[src/ooo_defs.svh]
`ifndef OOO_DEFS_SVH
`define OOO_DEFS_SVH

// Tag 0 of the reorder buffer stands for no producer
`define ROB_DEPTH 8
`define TAG_W     3

`define NUM_REGS  32
`define XLEN      32

// Reservation station entries
`define RS_DEPTH  4

// Word address on the control bus
`define WB_ADDR_W 4

`endif

[src/ooo_pkg.sv]
`default_nettype none

`include "ooo_defs.svh"

package ooo_pkg;

    typedef enum logic [3:0] {
        OP_NONE,
        OP_ADD,
        OP_SUB,
        OP_AND,
        OP_OR,
        OP_XOR,
        OP_SLT,
        OP_SLTU,
        OP_SLL,
        OP_SRL,
        OP_LUI,
        OP_BEQ,
        OP_BNE
    } op_e;

    typedef logic [`TAG_W-1:0]             tag_t;
    typedef logic [$clog2(`NUM_REGS)-1:0]  reg_idx_t;
    typedef logic [`XLEN-1:0]              word_t;

    typedef struct packed {
        logic     valid;
        op_e      op;
        reg_idx_t rd;
        reg_idx_t rs1;
        reg_idx_t rs2;
        logic     use_imm;
        word_t    imm;
    } dispatch_t;

    // Tag stays the producer even once ready is set
    typedef struct packed {
        word_t value;
        tag_t  tag;
        logic  ready;
    } operand_t;

    typedef struct packed {
        logic  valid;
        op_e   op;
        tag_t  tag;
        word_t a;
        word_t b;
    } issue_t;

    typedef struct packed {
        logic  valid;
        tag_t  tag;
        word_t value;     // Nonzero for a taken branch
    } cdb_t;

    typedef struct packed {
        logic     valid;
        tag_t     tag;
        reg_idx_t rd;
        word_t    value;
        logic     is_branch;
        logic     taken;
    } commit_t;

endpackage

`default_nettype wire

[src/core_ctrl_wb.sv]
`default_nettype none

`include "ooo_defs.svh"

module core_ctrl_wb (
    input  logic                  clk,
    input  logic                  rst,
    input  logic                  wb_cyc,
    input  logic                  wb_stb,
    input  logic                  wb_we,
    input  logic [`WB_ADDR_W-1:0] wb_adr,
    input  ooo_pkg::word_t        wb_dat_w,
    output ooo_pkg::word_t        wb_dat_r,
    output logic                  wb_ack,
    input  ooo_pkg::commit_t      retire,
    output logic                  enable
);

    localparam logic [`WB_ADDR_W-1:0] ADDR_CTRL    = `WB_ADDR_W'(0);
    localparam logic [`WB_ADDR_W-1:0] ADDR_RETIRED = `WB_ADDR_W'(1);
    localparam logic [`WB_ADDR_W-1:0] ADDR_TAKEN   = `WB_ADDR_W'(2);

    ooo_pkg::word_t retired_cnt;
    ooo_pkg::word_t taken_cnt;
    logic           req;

    assign req = wb_cyc && wb_stb && !wb_ack;   // Ignores the access already being acked

    always_ff @(posedge clk) begin
        if (!rst) begin
            wb_ack      <= 1'b0;
            enable      <= 1'b0;
            retired_cnt <= '0;
            taken_cnt   <= '0;
        end else begin
            wb_ack <= req;
            if (retire.valid) begin
                retired_cnt <= retired_cnt + 1'b1;
                if (retire.taken) taken_cnt <= taken_cnt + 1'b1;
            end
            // Counter clears take priority over a same-cycle commit
            if (req && wb_we) begin
                case (wb_adr)
                    ADDR_CTRL:    enable      <= wb_dat_w[0];
                    ADDR_RETIRED: retired_cnt <= '0;
                    ADDR_TAKEN:   taken_cnt   <= '0;
                    default:      enable      <= enable;
                endcase
            end
        end
    end

    always_ff @(posedge clk) begin
        if (req) begin
            case (wb_adr)
                ADDR_CTRL:    wb_dat_r <= `XLEN'(enable);
                ADDR_RETIRED: wb_dat_r <= retired_cnt;
                ADDR_TAKEN:   wb_dat_r <= taken_cnt;
                default:      wb_dat_r <= '0;
            endcase
        end
    end

endmodule

`default_nettype wire

[src/int_alu.sv]
`default_nettype none

`include "ooo_defs.svh"

module int_alu (
    input  logic            clk,
    input  logic            rst,
    input  ooo_pkg::issue_t issue,
    output ooo_pkg::cdb_t   cdb
);

    localparam int SHAMT_W = $clog2(`XLEN);

    ooo_pkg::word_t     result;
    logic [SHAMT_W-1:0] shamt;

    assign shamt = issue.b[SHAMT_W-1:0];

    always_comb begin
        case (issue.op)
            ooo_pkg::OP_ADD:  result = issue.a + issue.b;
            ooo_pkg::OP_SUB:  result = issue.a - issue.b;
            ooo_pkg::OP_AND:  result = issue.a & issue.b;
            ooo_pkg::OP_OR:   result = issue.a | issue.b;
            ooo_pkg::OP_XOR:  result = issue.a ^ issue.b;
            ooo_pkg::OP_SLT:  result = `XLEN'($signed(issue.a) < $signed(issue.b));
            ooo_pkg::OP_SLTU: result = `XLEN'(issue.a < issue.b);
            ooo_pkg::OP_SLL:  result = issue.a << shamt;
            ooo_pkg::OP_SRL:  result = issue.a >> shamt;
            // Branches report 1 when taken
            ooo_pkg::OP_BEQ:  result = `XLEN'(issue.a == issue.b);
            ooo_pkg::OP_BNE:  result = `XLEN'(issue.a != issue.b);
            default:          result = '0;
        endcase
    end

    always_ff @(posedge clk) begin
        if (!rst) begin
            cdb.valid <= 1'b0;
        end else begin
            cdb.valid <= issue.valid;
        end
        cdb.tag   <= issue.tag;
        cdb.value <= result;
    end

endmodule

`default_nettype wire

[src/ooo_core_top.sv]
`default_nettype none

`include "ooo_defs.svh"

module ooo_core_top (
    input  logic                  clk,
    input  logic                  rst,
    input  ooo_pkg::dispatch_t    disp,
    output logic                  dispatch_ready,
    output ooo_pkg::commit_t      commit,
    input  logic                  wb_cyc,
    input  logic                  wb_stb,
    input  logic                  wb_we,
    input  logic [`WB_ADDR_W-1:0] wb_adr,
    input  ooo_pkg::word_t        wb_dat_w,
    output ooo_pkg::word_t        wb_dat_r,
    output logic                  wb_ack
);

    logic              rob_full;
    logic              rs_has_space;
    logic              enable;
    logic              disp_fire;
    logic              rs_fire;
    ooo_pkg::tag_t     alloc_tag;
    ooo_pkg::reg_idx_t rd_alloc;
    ooo_pkg::operand_t src1;
    ooo_pkg::operand_t src2;
    ooo_pkg::operand_t fwd1;
    ooo_pkg::operand_t fwd2;
    ooo_pkg::issue_t   issue;
    ooo_pkg::cdb_t     cdb;

    assign dispatch_ready = !rob_full && rs_has_space && enable;
    assign disp_fire      = disp.valid && dispatch_ready;
    assign rs_fire        = disp_fire && (disp.op != ooo_pkg::OP_LUI); // LUI done in ROB

    // Branches never claim a destination register
    assign rd_alloc = ((disp.op == ooo_pkg::OP_BEQ) || (disp.op == ooo_pkg::OP_BNE)) ?
                      '0 : disp.rd;

    reorder_buffer reorder_buffer_inst (
        .clk       (clk),
        .rst       (rst),
        .disp      (disp),
        .disp_fire (disp_fire),
        .alloc_tag (alloc_tag),
        .full      (rob_full),
        .src1_tag  (src1.tag),
        .src2_tag  (src2.tag),
        .src1_fwd  (fwd1),
        .src2_fwd  (fwd2),
        .cdb       (cdb),
        .retire    (commit)
    );

    rename_regfile rename_regfile_inst (
        .clk        (clk),
        .rst        (rst),
        .rs1        (disp.rs1),
        .rs2        (disp.rs2),
        .src1       (src1),
        .src2       (src2),
        .rd_alloc   (rd_alloc),
        .alloc_tag  (alloc_tag),
        .alloc_fire (disp_fire),
        .retire     (commit),
        .fwd1       (fwd1),
        .fwd2       (fwd2)
    );

    reservation_station reservation_station_inst (
        .clk       (clk),
        .rst       (rst),
        .disp      (disp),
        .disp_fire (rs_fire),
        .disp_tag  (alloc_tag),
        .opnd1     (src1),
        .opnd2     (src2),
        .cdb       (cdb),
        .has_space (rs_has_space),
        .issue     (issue)
    );

    int_alu int_alu_inst (
        .clk   (clk),
        .rst   (rst),
        .issue (issue),
        .cdb   (cdb)
    );

    core_ctrl_wb core_ctrl_wb_inst (
        .clk      (clk),
        .rst      (rst),
        .wb_cyc   (wb_cyc),
        .wb_stb   (wb_stb),
        .wb_we    (wb_we),
        .wb_adr   (wb_adr),
        .wb_dat_w (wb_dat_w),
        .wb_dat_r (wb_dat_r),
        .wb_ack   (wb_ack),
        .retire   (commit),
        .enable   (enable)
    );

endmodule

`default_nettype wire

[src/rename_regfile.sv]
`default_nettype none

`include "ooo_defs.svh"

module rename_regfile (
    input  logic              clk,
    input  logic              rst,
    input  ooo_pkg::reg_idx_t rs1,
    input  ooo_pkg::reg_idx_t rs2,
    output ooo_pkg::operand_t src1,
    output ooo_pkg::operand_t src2,
    input  ooo_pkg::reg_idx_t rd_alloc,
    input  ooo_pkg::tag_t     alloc_tag,
    input  logic              alloc_fire,
    input  ooo_pkg::commit_t  retire,
    input  ooo_pkg::operand_t fwd1,
    input  ooo_pkg::operand_t fwd2
);

    ooo_pkg::word_t regs     [`NUM_REGS];
    ooo_pkg::tag_t  producer [`NUM_REGS];   // 0 when the register holds its value

    function automatic ooo_pkg::operand_t merge(input ooo_pkg::word_t    v,
                                                input ooo_pkg::tag_t     t,
                                                input ooo_pkg::operand_t fwd);
        ooo_pkg::operand_t o;
        o.tag = t;
        if (t == '0) begin
            o.value = v;
            o.ready = 1'b1;
        end else begin
            o.value = fwd.value;  // ROB may already hold the result
            o.ready = fwd.ready;
        end
        return o;
    endfunction

    always_comb begin
        src1 = merge(regs[rs1], producer[rs1], fwd1);
        src2 = merge(regs[rs2], producer[rs2], fwd2);
    end

    always_ff @(posedge clk) begin
        if (!rst) begin
            for (int i = 0; i < `NUM_REGS; i++) begin
                regs[i]     <= '0;
                producer[i] <= '0;
            end
        end else begin
            if (retire.valid && (retire.rd != '0)) begin
                regs[retire.rd] <= retire.value;
                if (producer[retire.rd] == retire.tag) begin
                    producer[retire.rd] <= '0;
                end
            end
            // Newer allocation of the same rd overrides the clear above
            if (alloc_fire && (rd_alloc != '0)) begin
                producer[rd_alloc] <= alloc_tag;
            end
        end
    end

endmodule

`default_nettype wire

[src/reorder_buffer.sv]
`default_nettype none

`include "ooo_defs.svh"

module reorder_buffer (
    input  logic               clk,
    input  logic               rst,
    input  ooo_pkg::dispatch_t disp,
    input  logic               disp_fire,
    output ooo_pkg::tag_t      alloc_tag,
    output logic               full,
    input  ooo_pkg::tag_t      src1_tag,
    input  ooo_pkg::tag_t      src2_tag,
    output ooo_pkg::operand_t  src1_fwd,
    output ooo_pkg::operand_t  src2_fwd,
    input  ooo_pkg::cdb_t      cdb,
    output ooo_pkg::commit_t   retire
);

    ooo_pkg::op_e      rob_op    [`ROB_DEPTH];
    ooo_pkg::reg_idx_t rob_rd    [`ROB_DEPTH];
    ooo_pkg::word_t    rob_value [`ROB_DEPTH];
    logic [`ROB_DEPTH-1:0] rob_done;

    ooo_pkg::tag_t     head;
    ooo_pkg::tag_t     tail;
    logic [`TAG_W-1:0] count;
    logic              head_branch;

    function automatic logic is_branch(input ooo_pkg::op_e op);
        return (op == ooo_pkg::OP_BEQ) || (op == ooo_pkg::OP_BNE);
    endfunction

    // Wraps from the last entry back to 1, skipping tag 0
    function automatic ooo_pkg::tag_t next_tag(input ooo_pkg::tag_t t);
        if (t == ooo_pkg::tag_t'(`ROB_DEPTH - 1)) begin
            return ooo_pkg::tag_t'(1);
        end
        return t + ooo_pkg::tag_t'(1);
    endfunction

    function automatic ooo_pkg::operand_t lookup(input ooo_pkg::tag_t t);
        ooo_pkg::operand_t o;
        o.tag   = t;
        o.ready = (t != '0) && rob_done[t];
        o.value = rob_value[t];
        return o;
    endfunction

    assign alloc_tag = tail;
    assign full      = (count == `TAG_W'(`ROB_DEPTH - 1));

    always_comb begin
        src1_fwd = lookup(src1_tag);
        src2_fwd = lookup(src2_tag);
    end

    always_comb begin
        head_branch      = is_branch(rob_op[head]);
        retire.valid     = (count != '0) && rob_done[head];
        retire.tag       = head;
        retire.rd        = rob_rd[head];
        retire.value     = rob_value[head];
        retire.is_branch = head_branch;
        retire.taken     = head_branch && (rob_value[head] != '0);
    end

    always_ff @(posedge clk) begin
        if (!rst) begin
            head     <= ooo_pkg::tag_t'(1);
            tail     <= ooo_pkg::tag_t'(1);
            count    <= '0;
            rob_done <= '0;
        end else begin
            if (retire.valid) begin
                head <= next_tag(head);
            end
            if (disp_fire) begin
                tail           <= next_tag(tail);
                rob_done[tail] <= (disp.op == ooo_pkg::OP_LUI); // Complete on entry
            end
            if (cdb.valid) begin
                rob_done[cdb.tag] <= 1'b1;
            end
            case ({disp_fire, retire.valid})
                2'b10:   count <= count + `TAG_W'(1);
                2'b01:   count <= count - `TAG_W'(1);
                default: count <= count;
            endcase
        end
    end

    always_ff @(posedge clk) begin
        if (disp_fire) begin
            rob_op[tail]    <= disp.op;
            rob_rd[tail]    <= is_branch(disp.op) ? '0 : disp.rd; // Branches write nothing
            rob_value[tail] <= disp.imm;
        end
        if (cdb.valid) begin
            rob_value[cdb.tag] <= cdb.value;
        end
    end

endmodule

`default_nettype wire

[src/reservation_station.sv]
`default_nettype none

`include "ooo_defs.svh"

module reservation_station (
    input  logic               clk,
    input  logic               rst,
    input  ooo_pkg::dispatch_t disp,
    input  logic               disp_fire,
    input  ooo_pkg::tag_t      disp_tag,
    input  ooo_pkg::operand_t  opnd1,
    input  ooo_pkg::operand_t  opnd2,
    input  ooo_pkg::cdb_t      cdb,
    output logic               has_space,
    output ooo_pkg::issue_t    issue
);

    localparam int IDX_W = $clog2(`RS_DEPTH);

    typedef struct packed {
        logic              valid;
        ooo_pkg::op_e      op;
        ooo_pkg::tag_t     tag;
        ooo_pkg::operand_t opnd1;
        ooo_pkg::operand_t opnd2;
    } rs_entry_t;

    rs_entry_t             entry [`RS_DEPTH];
    logic [`RS_DEPTH-1:0]  older [`RS_DEPTH];  // older[i][j] set when i came before j
    logic [`RS_DEPTH-1:0]  ready_vec;
    logic [`RS_DEPTH-1:0]  free_vec;
    logic [`RS_DEPTH-1:0]  pick;
    logic [IDX_W-1:0]      issue_idx;
    logic [IDX_W-1:0]      free_idx;
    ooo_pkg::operand_t     new_opnd1;
    ooo_pkg::operand_t     new_opnd2;

    function automatic ooo_pkg::operand_t snoop(input ooo_pkg::operand_t o,
                                                input ooo_pkg::cdb_t     c);
        ooo_pkg::operand_t r;
        r = o;
        if (c.valid && !o.ready && (o.tag == c.tag)) begin
            r.value = c.value;
            r.ready = 1'b1;
        end
        return r;
    endfunction

    always_comb begin
        for (int i = 0; i < `RS_DEPTH; i++) begin
            ready_vec[i] = entry[i].valid && entry[i].opnd1.ready && entry[i].opnd2.ready;
            free_vec[i]  = !entry[i].valid;
        end
        // Oldest ready entry has no older ready entry
        for (int i = 0; i < `RS_DEPTH; i++) begin
            pick[i] = ready_vec[i];
            for (int j = 0; j < `RS_DEPTH; j++) begin
                if (ready_vec[j] && older[j][i]) begin
                    pick[i] = 1'b0;
                end
            end
        end
        issue_idx = '0;
        free_idx  = '0;
        for (int i = `RS_DEPTH - 1; i >= 0; i--) begin
            if (pick[i]) issue_idx = IDX_W'(i);
            if (free_vec[i]) free_idx = IDX_W'(i);
        end
    end

    assign has_space = |free_vec;

    always_comb begin
        issue.valid = |pick;
        issue.op    = entry[issue_idx].op;
        issue.tag   = entry[issue_idx].tag;
        issue.a     = entry[issue_idx].opnd1.value;
        issue.b     = entry[issue_idx].opnd2.value;
    end

    always_comb begin
        new_opnd2 = opnd2;
        if (disp.use_imm) begin
            new_opnd2.value = disp.imm;
            new_opnd2.tag   = '0;
            new_opnd2.ready = 1'b1;
        end
        new_opnd1 = snoop(opnd1, cdb);    // Same-cycle broadcast
        new_opnd2 = snoop(new_opnd2, cdb);
    end

    always_ff @(posedge clk) begin
        if (!rst) begin
            for (int i = 0; i < `RS_DEPTH; i++) begin
                entry[i].valid <= 1'b0;
                older[i]       <= '0;
            end
        end else begin
            for (int i = 0; i < `RS_DEPTH; i++) begin
                entry[i].opnd1 <= snoop(entry[i].opnd1, cdb);
                entry[i].opnd2 <= snoop(entry[i].opnd2, cdb);
            end
            if (issue.valid) begin
                entry[issue_idx].valid <= 1'b0;
            end
            if (disp_fire) begin
                entry[free_idx] <= '{valid: 1'b1, op: disp.op, tag: disp_tag,
                                     opnd1: new_opnd1, opnd2: new_opnd2};
                for (int j = 0; j < `RS_DEPTH; j++) begin
                    older[j][free_idx] <= entry[j].valid;
                    older[free_idx][j] <= 1'b0;
                end
            end
        end
    end

endmodule

`default_nettype wire

[config.mk]
export PLATFORM = sky130hd
export DESIGN_NAME = ooo_core_top
export DESIGN_NICKNAME = d
export VERILOG_FILES = /design/src/ooo_pkg.sv /design/src/core_ctrl_wb.sv /design/src/int_alu.sv /design/src/ooo_core_top.sv /design/src/rename_regfile.sv /design/src/reorder_buffer.sv /design/src/reservation_station.sv
export VERILOG_INCLUDE_DIRS = /design/src
export SDC_FILE = /design/constraint.sdc
export NUM_CORES = 2
export LEC_CHECK = 0
export BUFFER_PORTS_ARGS = -buffer_cell sky130_fd_sc_hd__buf_2
export CAP_MARGIN = 40
export CORE_ASPECT_RATIO = 0.8
export CORE_MARGIN = 2
export CORE_UTILIZATION = 51
export CTS_CLUSTER_DIAMETER = 150
export CTS_CLUSTER_SIZE = 20
export DETAILED_ROUTE_END_ITERATION = 16
export GPL_TIMING_DRIVEN = 0
export PLACE_DENSITY = 0.69
export SLEW_MARGIN = 10
export SYNTH_ARGS = -nofsm -noshare
export SYNTH_HDL_FRONTEND = slang
export SYNTH_HIERARCHICAL = 1
export SYNTH_SLANG_ARGS = --single-unit
[constraint.sdc]
create_clock -name clk -period 14 [get_ports clk]
set_input_delay 2.1 -clock clk [delete_from_list [all_inputs] [get_ports clk]]
set_output_delay 2.1 -clock clk [all_outputs]
set_load 0.005 [all_outputs]
=== Word-level counts from Yosys, hierarchy flattened ===
Memory sizes are Yosys's and may differ from the RTL's. A register that Yosys moved wholly into a read port is not among the register bits.
Index checks and enable logic that the tools add are counted.

* Register bits: 151
* RAM bits: 1,784
* Input port bits: 94
* Output and inout port bits: 77
* Logic and storage cells: 347
* Memories: 7

* $add $sub $neg: 8
* Magnitude comparators: 11
* Equality and inequality tests: 37
* Shift operators: 2
* Muxes and demuxes: 156
* Bitwise operators: 20
* Reductions and logical operators: 94

{| class="wikitable"
|+ Memory list
! name !! depth !! width !! read ports !! clocked after memory_dff !! write ports !! RTL line !! source
|-
| rename_regfile_inst.regs || 32 || 32 || 2 || 0 || 32 || rename_regfile.sv:20 || <nowiki>ooo_pkg::word_t regs [`NUM_REGS];</nowiki>
|-
| reservation_station_inst.entry || 4 || 80 || 5 || 0 || 6 || reservation_station.sv:28 || <nowiki>rs_entry_t entry [`RS_DEPTH];</nowiki>
|-
| reorder_buffer_inst.rob_value || 8 || 32 || 3 || 1 || 2 || reorder_buffer.sv:22 || <nowiki>ooo_pkg::word_t rob_value [`ROB_DEPTH];</nowiki>
|-
| rename_regfile_inst.producer || 32 || 3 || 3 || 0 || 32 || rename_regfile.sv:21 || <nowiki>ooo_pkg::tag_t producer [`NUM_REGS];</nowiki>
|-
| reorder_buffer_inst.rob_rd || 8 || 5 || 1 || 1 || 1 || reorder_buffer.sv:21 || <nowiki>ooo_pkg::reg_idx_t rob_rd [`ROB_DEPTH];</nowiki>
|-
| reorder_buffer_inst.rob_op || 8 || 4 || 1 || 1 || 1 || reorder_buffer.sv:20 || <nowiki>ooo_pkg::op_e rob_op [`ROB_DEPTH];</nowiki>
|-
| +1 memories || n/a || n/a || n/a || n/a || n/a || n/a ||
|}

{| class="wikitable"
|+ Operators by type and width
! cell !! count
|-
| $mux W32 || 28
|-
| $pmux W32 S11 || 1
|-
| $pmux W32 S3 || 1
|-
| $mux W1 || 89
|-
| $add A32 B1 Y32 const B || 2
|-
| $lt A32 B32 Y1 || 2
|-
| $logic_and A1 B1 Y1 || 60
|-
| $eq A4 B4 Y1 const B || 9
|-
| $mux W3 || 12
|-
| $mux W36 || 1
|-
| $eq A3 B3 Y1 || 11
|-
| $add A32 B32 Y32 || 1
|-
| $and A32 B32 Y32 || 1
|-
| $eq A32 B32 Y1 || 1
|-
| $ne A32 B32 Y1 || 1
|-
| $or A32 B32 Y32 || 1
|-
| $reduce_bool A32 Y1 || 1
|-
| $reduce_or A32 Y1 || 1
|-
| $shl A32 B5 Y32 || 1
|-
| $shr A32 B5 Y32 || 1
|-
| $sub A32 B32 Y32 || 1
|-
| $xor A32 B32 Y32 || 1
|-
| $mux W8 || 3
|-
| $lt A3 B4 Y1 const B || 5
|-
| 32 further kinds || 93
|}

=== Depth between registers and ports, before layout ===
An unclocked memory read counts as a cell.

* Depth in word-level cells: 15
* Gate-level depth with buffers: 24
* Depth with buffers taken out: 18

=== Cells and area by module ===
Netlist, hierarchy kept.

{| class="wikitable"
|+ By module, submodules not included
! module !! instances !! cells an instance !! area each (µm²) !! sequential area each (µm²)
|-
| rename_regfile || 1 || 4,053 || 61,928.1 || 33,632.3
|-
| reorder_buffer || 1 || 1,279 || 20,587.2 || 10,249.8
|-
| reservation_station || 1 || 1,317 || 16,216.8 || 9,889.5
|-
| int_alu || 1 || 1,256 || 9,078.7 || 720.7
|-
| core_ctrl_wb || 1 || 453 || 4,506.8 || 2,282.2
|-
| ooo_core_top || 1 || 12 || 100.1 || 0.0
|}

=== Worst setup path after synthesis ===
No wires, ideal clock.

* Path kind: input port to flip-flop
* Start: input port disp[38] (netlist name)
* End: memory reservation_station_inst/entry[0][42] (netlist name) (data pin)
* Library setup time: 0.262 ns
* Arrival time: 6.361 ns
* Required time: 13.738 ns
* Setup slack: 7.377 ns
* Stages: 18
* Path buffers: 6
* Cell sequence: buf_2 -> buf_2 -> nor2_1 -> a221oi_1 -> o21ai_0 -> a31oi_1 -> clkbuf_1 -> buf_2 -> buf_2 -> mux4_2 -> nand2_1 -> o21ai_0 -> or2_2 -> nor3b_2 -> nand3_1 -> nand2_1 -> buf_2 -> mux2_1

{| class="wikitable"
|+ RTL lines
! what !! RTL line !! source
|-
| start, declared || ooo_core_top.sv:8 || <nowiki>input ooo_pkg::dispatch_t disp,</nowiki>
|-
| end, declared || reservation_station.sv:28 ||
|}

==> impl_metrics.json <==
{
  "status": "finished clean",
  "switching_share_pct": 25.2,
  "hold_class": "reg -> reg",
  "crit_family": "buffers and inverters",
  "final_common_cell": "edfxtp_1",
  "slew_headroom_pct": 30.3,
  "pwr-share-seq_pct": 57.6,
  "dp_hpwl_mm": 350,
  "antenna_found_initial": 63,
  "required_ns": 14.54,
  "drt_iter0_drc": 17100,
  "maxCapViolations": 0,
  "route.vias.total": 87700,
  "path_cells": "buf_2 > clkbuf_1 > clkinv_1 > mux4_2 > nor2_1 > a31oi_1 > buf_4 > clkbuf_1 > buf_2 > buf_2 > mux4_2 > nand2_1 > o21ai_0 > or2_2 > nor4b_4 > a31oi_4 > buf_2 > nor2_1 > a21oi_1",
  "crit_slowest_cell": "clkinv_1",
  "p_total_mw": 11.3,
  "startpoint": "disp[37]",
  "clock_path_buffers": 3,
  "arrival_ns": 8.91,
  "finalWeightedCongestion": 1.08,
  "cp_common_cell": "buf_2",
  "htree_num_levels": 3,
  "worstSetupPathType": "in -> reg",
  "r2r_slack_ns": 5.84,
  "fin_crit_ns": 8.38,
  "syn_area_um2": 112000,
  "pin_count": 171,
  "crit_fanout": 10,
  "cts_hold_buf": 0,
  "drc": 0,
  "crit_path_end_kind": "flip-flop",
  "placedCellCount": 11600,
  "rsz0062_at_grt": "false",
  "wl_mm": 455,
  "tightestPinTransition_ns": 1.05,
  "maxSlewViolCount": 0,
  "irDropWorstVdd_v": 0.0000999,
  "ff2ff_path_depth": 20,
  "avgSynthCellArea_um2": 13.4,
  "endpoint": "reservation_station_inst/entry[3][19]$_DFFE_PP_",
  "p_leak_nw": 46.1,
  "final_cell_mix": "edfxtp_1 (1796), and3_1 (897), mux4_2 (861)",
  "timing.rr.start": "reservation_station_inst/entry[2][36]$_DFFE_PP_",
  "power.switching_mw": 2.84,
  "power_density_nw_per_um2": 91.2,
  "final_cells": 11800,
  "io_buffer_count": 134,
  "cts_setup_buffers": 0,
  "grt_max_degree": 32,
  "min_period_over_period_pct": 59.9,
  "area.growth.synth_to_final_pct": 9.77,
  "cts_buffers": 107,
  "p_comb_share_pct": 12.3,
  "clkPwrFrac_pct": 30.1,
  "ys_warn_count": 6,
  "design.core.area_um2": 220000,
  "finalHoldViolations": 0,
  "drive_above_1_share_pct": 24.0,
  "dieArea_um2": 224000,
  "final_nets": 9086,
  "dr.pass1.iters": 8,
  "fillers": 17800,
  "clock-sinks": 1938,
  "via_per_inst": 7.41,
  "wl_per_cell_um": 38.4,
  "cts-resized-gates": 0,
  "cts_root_buf": "clkbuf_16",
  "skew_ns": 0.0366,
  "internal-power_mw": 8.42,
  "globalRouteOverflowTotal": 0,
  "grt_pass1_vias": 82200,
  "ant_nets": 0,
  "slowest_delay_ns": 0.77,
  "clock.fmax_mhz": 119,
  "clk_pin_slew_ns": 0.09,
  "row_count": 154,
  "clock_latency_ns": 0.83,
  "die_w_um": 529,
  "grt_pass1_wl_mm": 625,
  "path_buf_inv": 8,
  "start_kind": "primary input",
  "fp.dieH_um": 424,
  "path_depth": 19,
  "cts_tree": "yes",
  "syn_inst": 8364,
  "initial_core_util_pct": 51.2,
  "r2r-end": "int_alu_inst/cdb[30]$_DFF_P_",
  "setup_tns_ns": 0,
  "grtUsageTotal_pct": 39.7,
  "setup_viol": 0
}
==> worst min path at each step <==
| stage | cells after the start | from | end | slack (ns) |
|---|---|---|---|---|
| finish | 2 | reservation_station_inst/older[0][1]$_SDFFE_PP0P_ | reservation_station_inst/older[0][1]$_SDFFE_PP0P_ | 0.47 |
| global route | 2 | reservation_station_inst/older[0][1]$_SDFFE_PP0P_ | reservation_station_inst/older[0][1]$_SDFFE_PP0P_ | 0.48 |
| CTS | 2 | reservation_station_inst/older[0][1]$_SDFFE_PP0P_ | reservation_station_inst/older[0][1]$_SDFFE_PP0P_ | 0.46 |
| detailed placement | 2 | reservation_station_inst/older[0][1]$_SDFFE_PP0P_ | reservation_station_inst/older[0][1]$_SDFFE_PP0P_ | 0.45 |
| global placement | 2 | reservation_station_inst/older[0][2]$_SDFFE_PP0P_ | reservation_station_inst/older[0][2]$_SDFFE_PP0P_ | 0.44 |
| floorplan | 2 | reservation_station_inst/older[0][1]$_SDFFE_PP0P_ | reservation_station_inst/older[0][1]$_SDFFE_PP0P_ | 0.43 |
==> tightest hold or removal path, cell delays in order (launching register included) <==
cell     delay, ns
dfxtp_1       0.32
nand3_1       0.06
nand2_1       0.05
==> metrics by stage <==
step | area (um^2) | setup WS (ns) | util, % | hold slack [ns]
3_5_place_dp | 120000 | 5.22 | 54.7 | 0.448
2_1_floorplan | 113000 | 7.42 | - | 0.434
5_1_grt | 123000 | 5.65 | 56.1 | 0.481
4_1_cts | 123000 | 6.05 | 56.0 | 0.464
3_3_place_gp | 117000 | 4.41 | 53.2 | 0.445
6_report | 123000 | 5.62 | 56.2 | 0.467
==> state kept, by name, summed over array words and instances, names as in the netlist, named ones only <==
name,count
core_ctrl_wb_inst/enable,1
core_ctrl_wb_inst/retired_cnt,32
core_ctrl_wb_inst/taken_cnt,32
core_ctrl_wb_inst/wb_ack,1
core_ctrl_wb_inst/wb_dat_r,32
int_alu_inst/cdb,36
rename_regfile_inst/producer,96
rename_regfile_inst/regs,1024
reorder_buffer_inst/alloc_tag,3
reorder_buffer_inst/count,3
reorder_buffer_inst/head,3
reorder_buffer_inst/rob_done,8
reorder_buffer_inst/rob_op,32
reorder_buffer_inst/rob_rd,40
reorder_buffer_inst/rob_value,256
reservation_station_inst/entry,320
reservation_station_inst/older,16
==> layer usage <==
| metal | wire length [um] | share of wire [%] | track usage [%] |
|---|---|---|---|
| met5 | 264 | 0.058 | 0 |
| met1 | 166000 | 37 | 55.4 |
| met2 | 176000 | 39 | 51.2 |
| met3 | 89900 | 20 | 21.0 |
| met4 | 22300 | 4.9 | 16.3 |
==> layout make-up <==
type / instances / area, um^2 / area share, %
Multi-Input combinational cell: 5460 / 51700 / 41.9
Tap cell: 2886 / 3610 / 2.93
Buffer: 851 / 3700 / 3.00
Sequential cell: 1938 / 56800 / 46.0
Antenna cell: 31 / 77.6 / 0.0629
Timing Repair Buffer: 374 / 3960 / 3.21
Clock buffer: 139 / 2800 / 2.27
Clock inverter: 9 / 185 / 0.150
Inverter: 149 / 559 / 0.453
==> power by group through the flow <==
stage / Combinational (mW) / Sequential [mW] / Clock (mW)
6_report: 1.38 / 6.49 / 3.38
5_1_grt: 1.40 / 6.50 / 3.57
4_1_cts: 1.33 / 6.48 / 3.39
3_5_place_dp: 1.32 / 6.61 / 0
3_3_place_gp: 1.24 / 6.61 / 0
2_1_floorplan: 0.814 / 6.58 / 0
No activity file was read; power rests on OpenSTA's default activity.
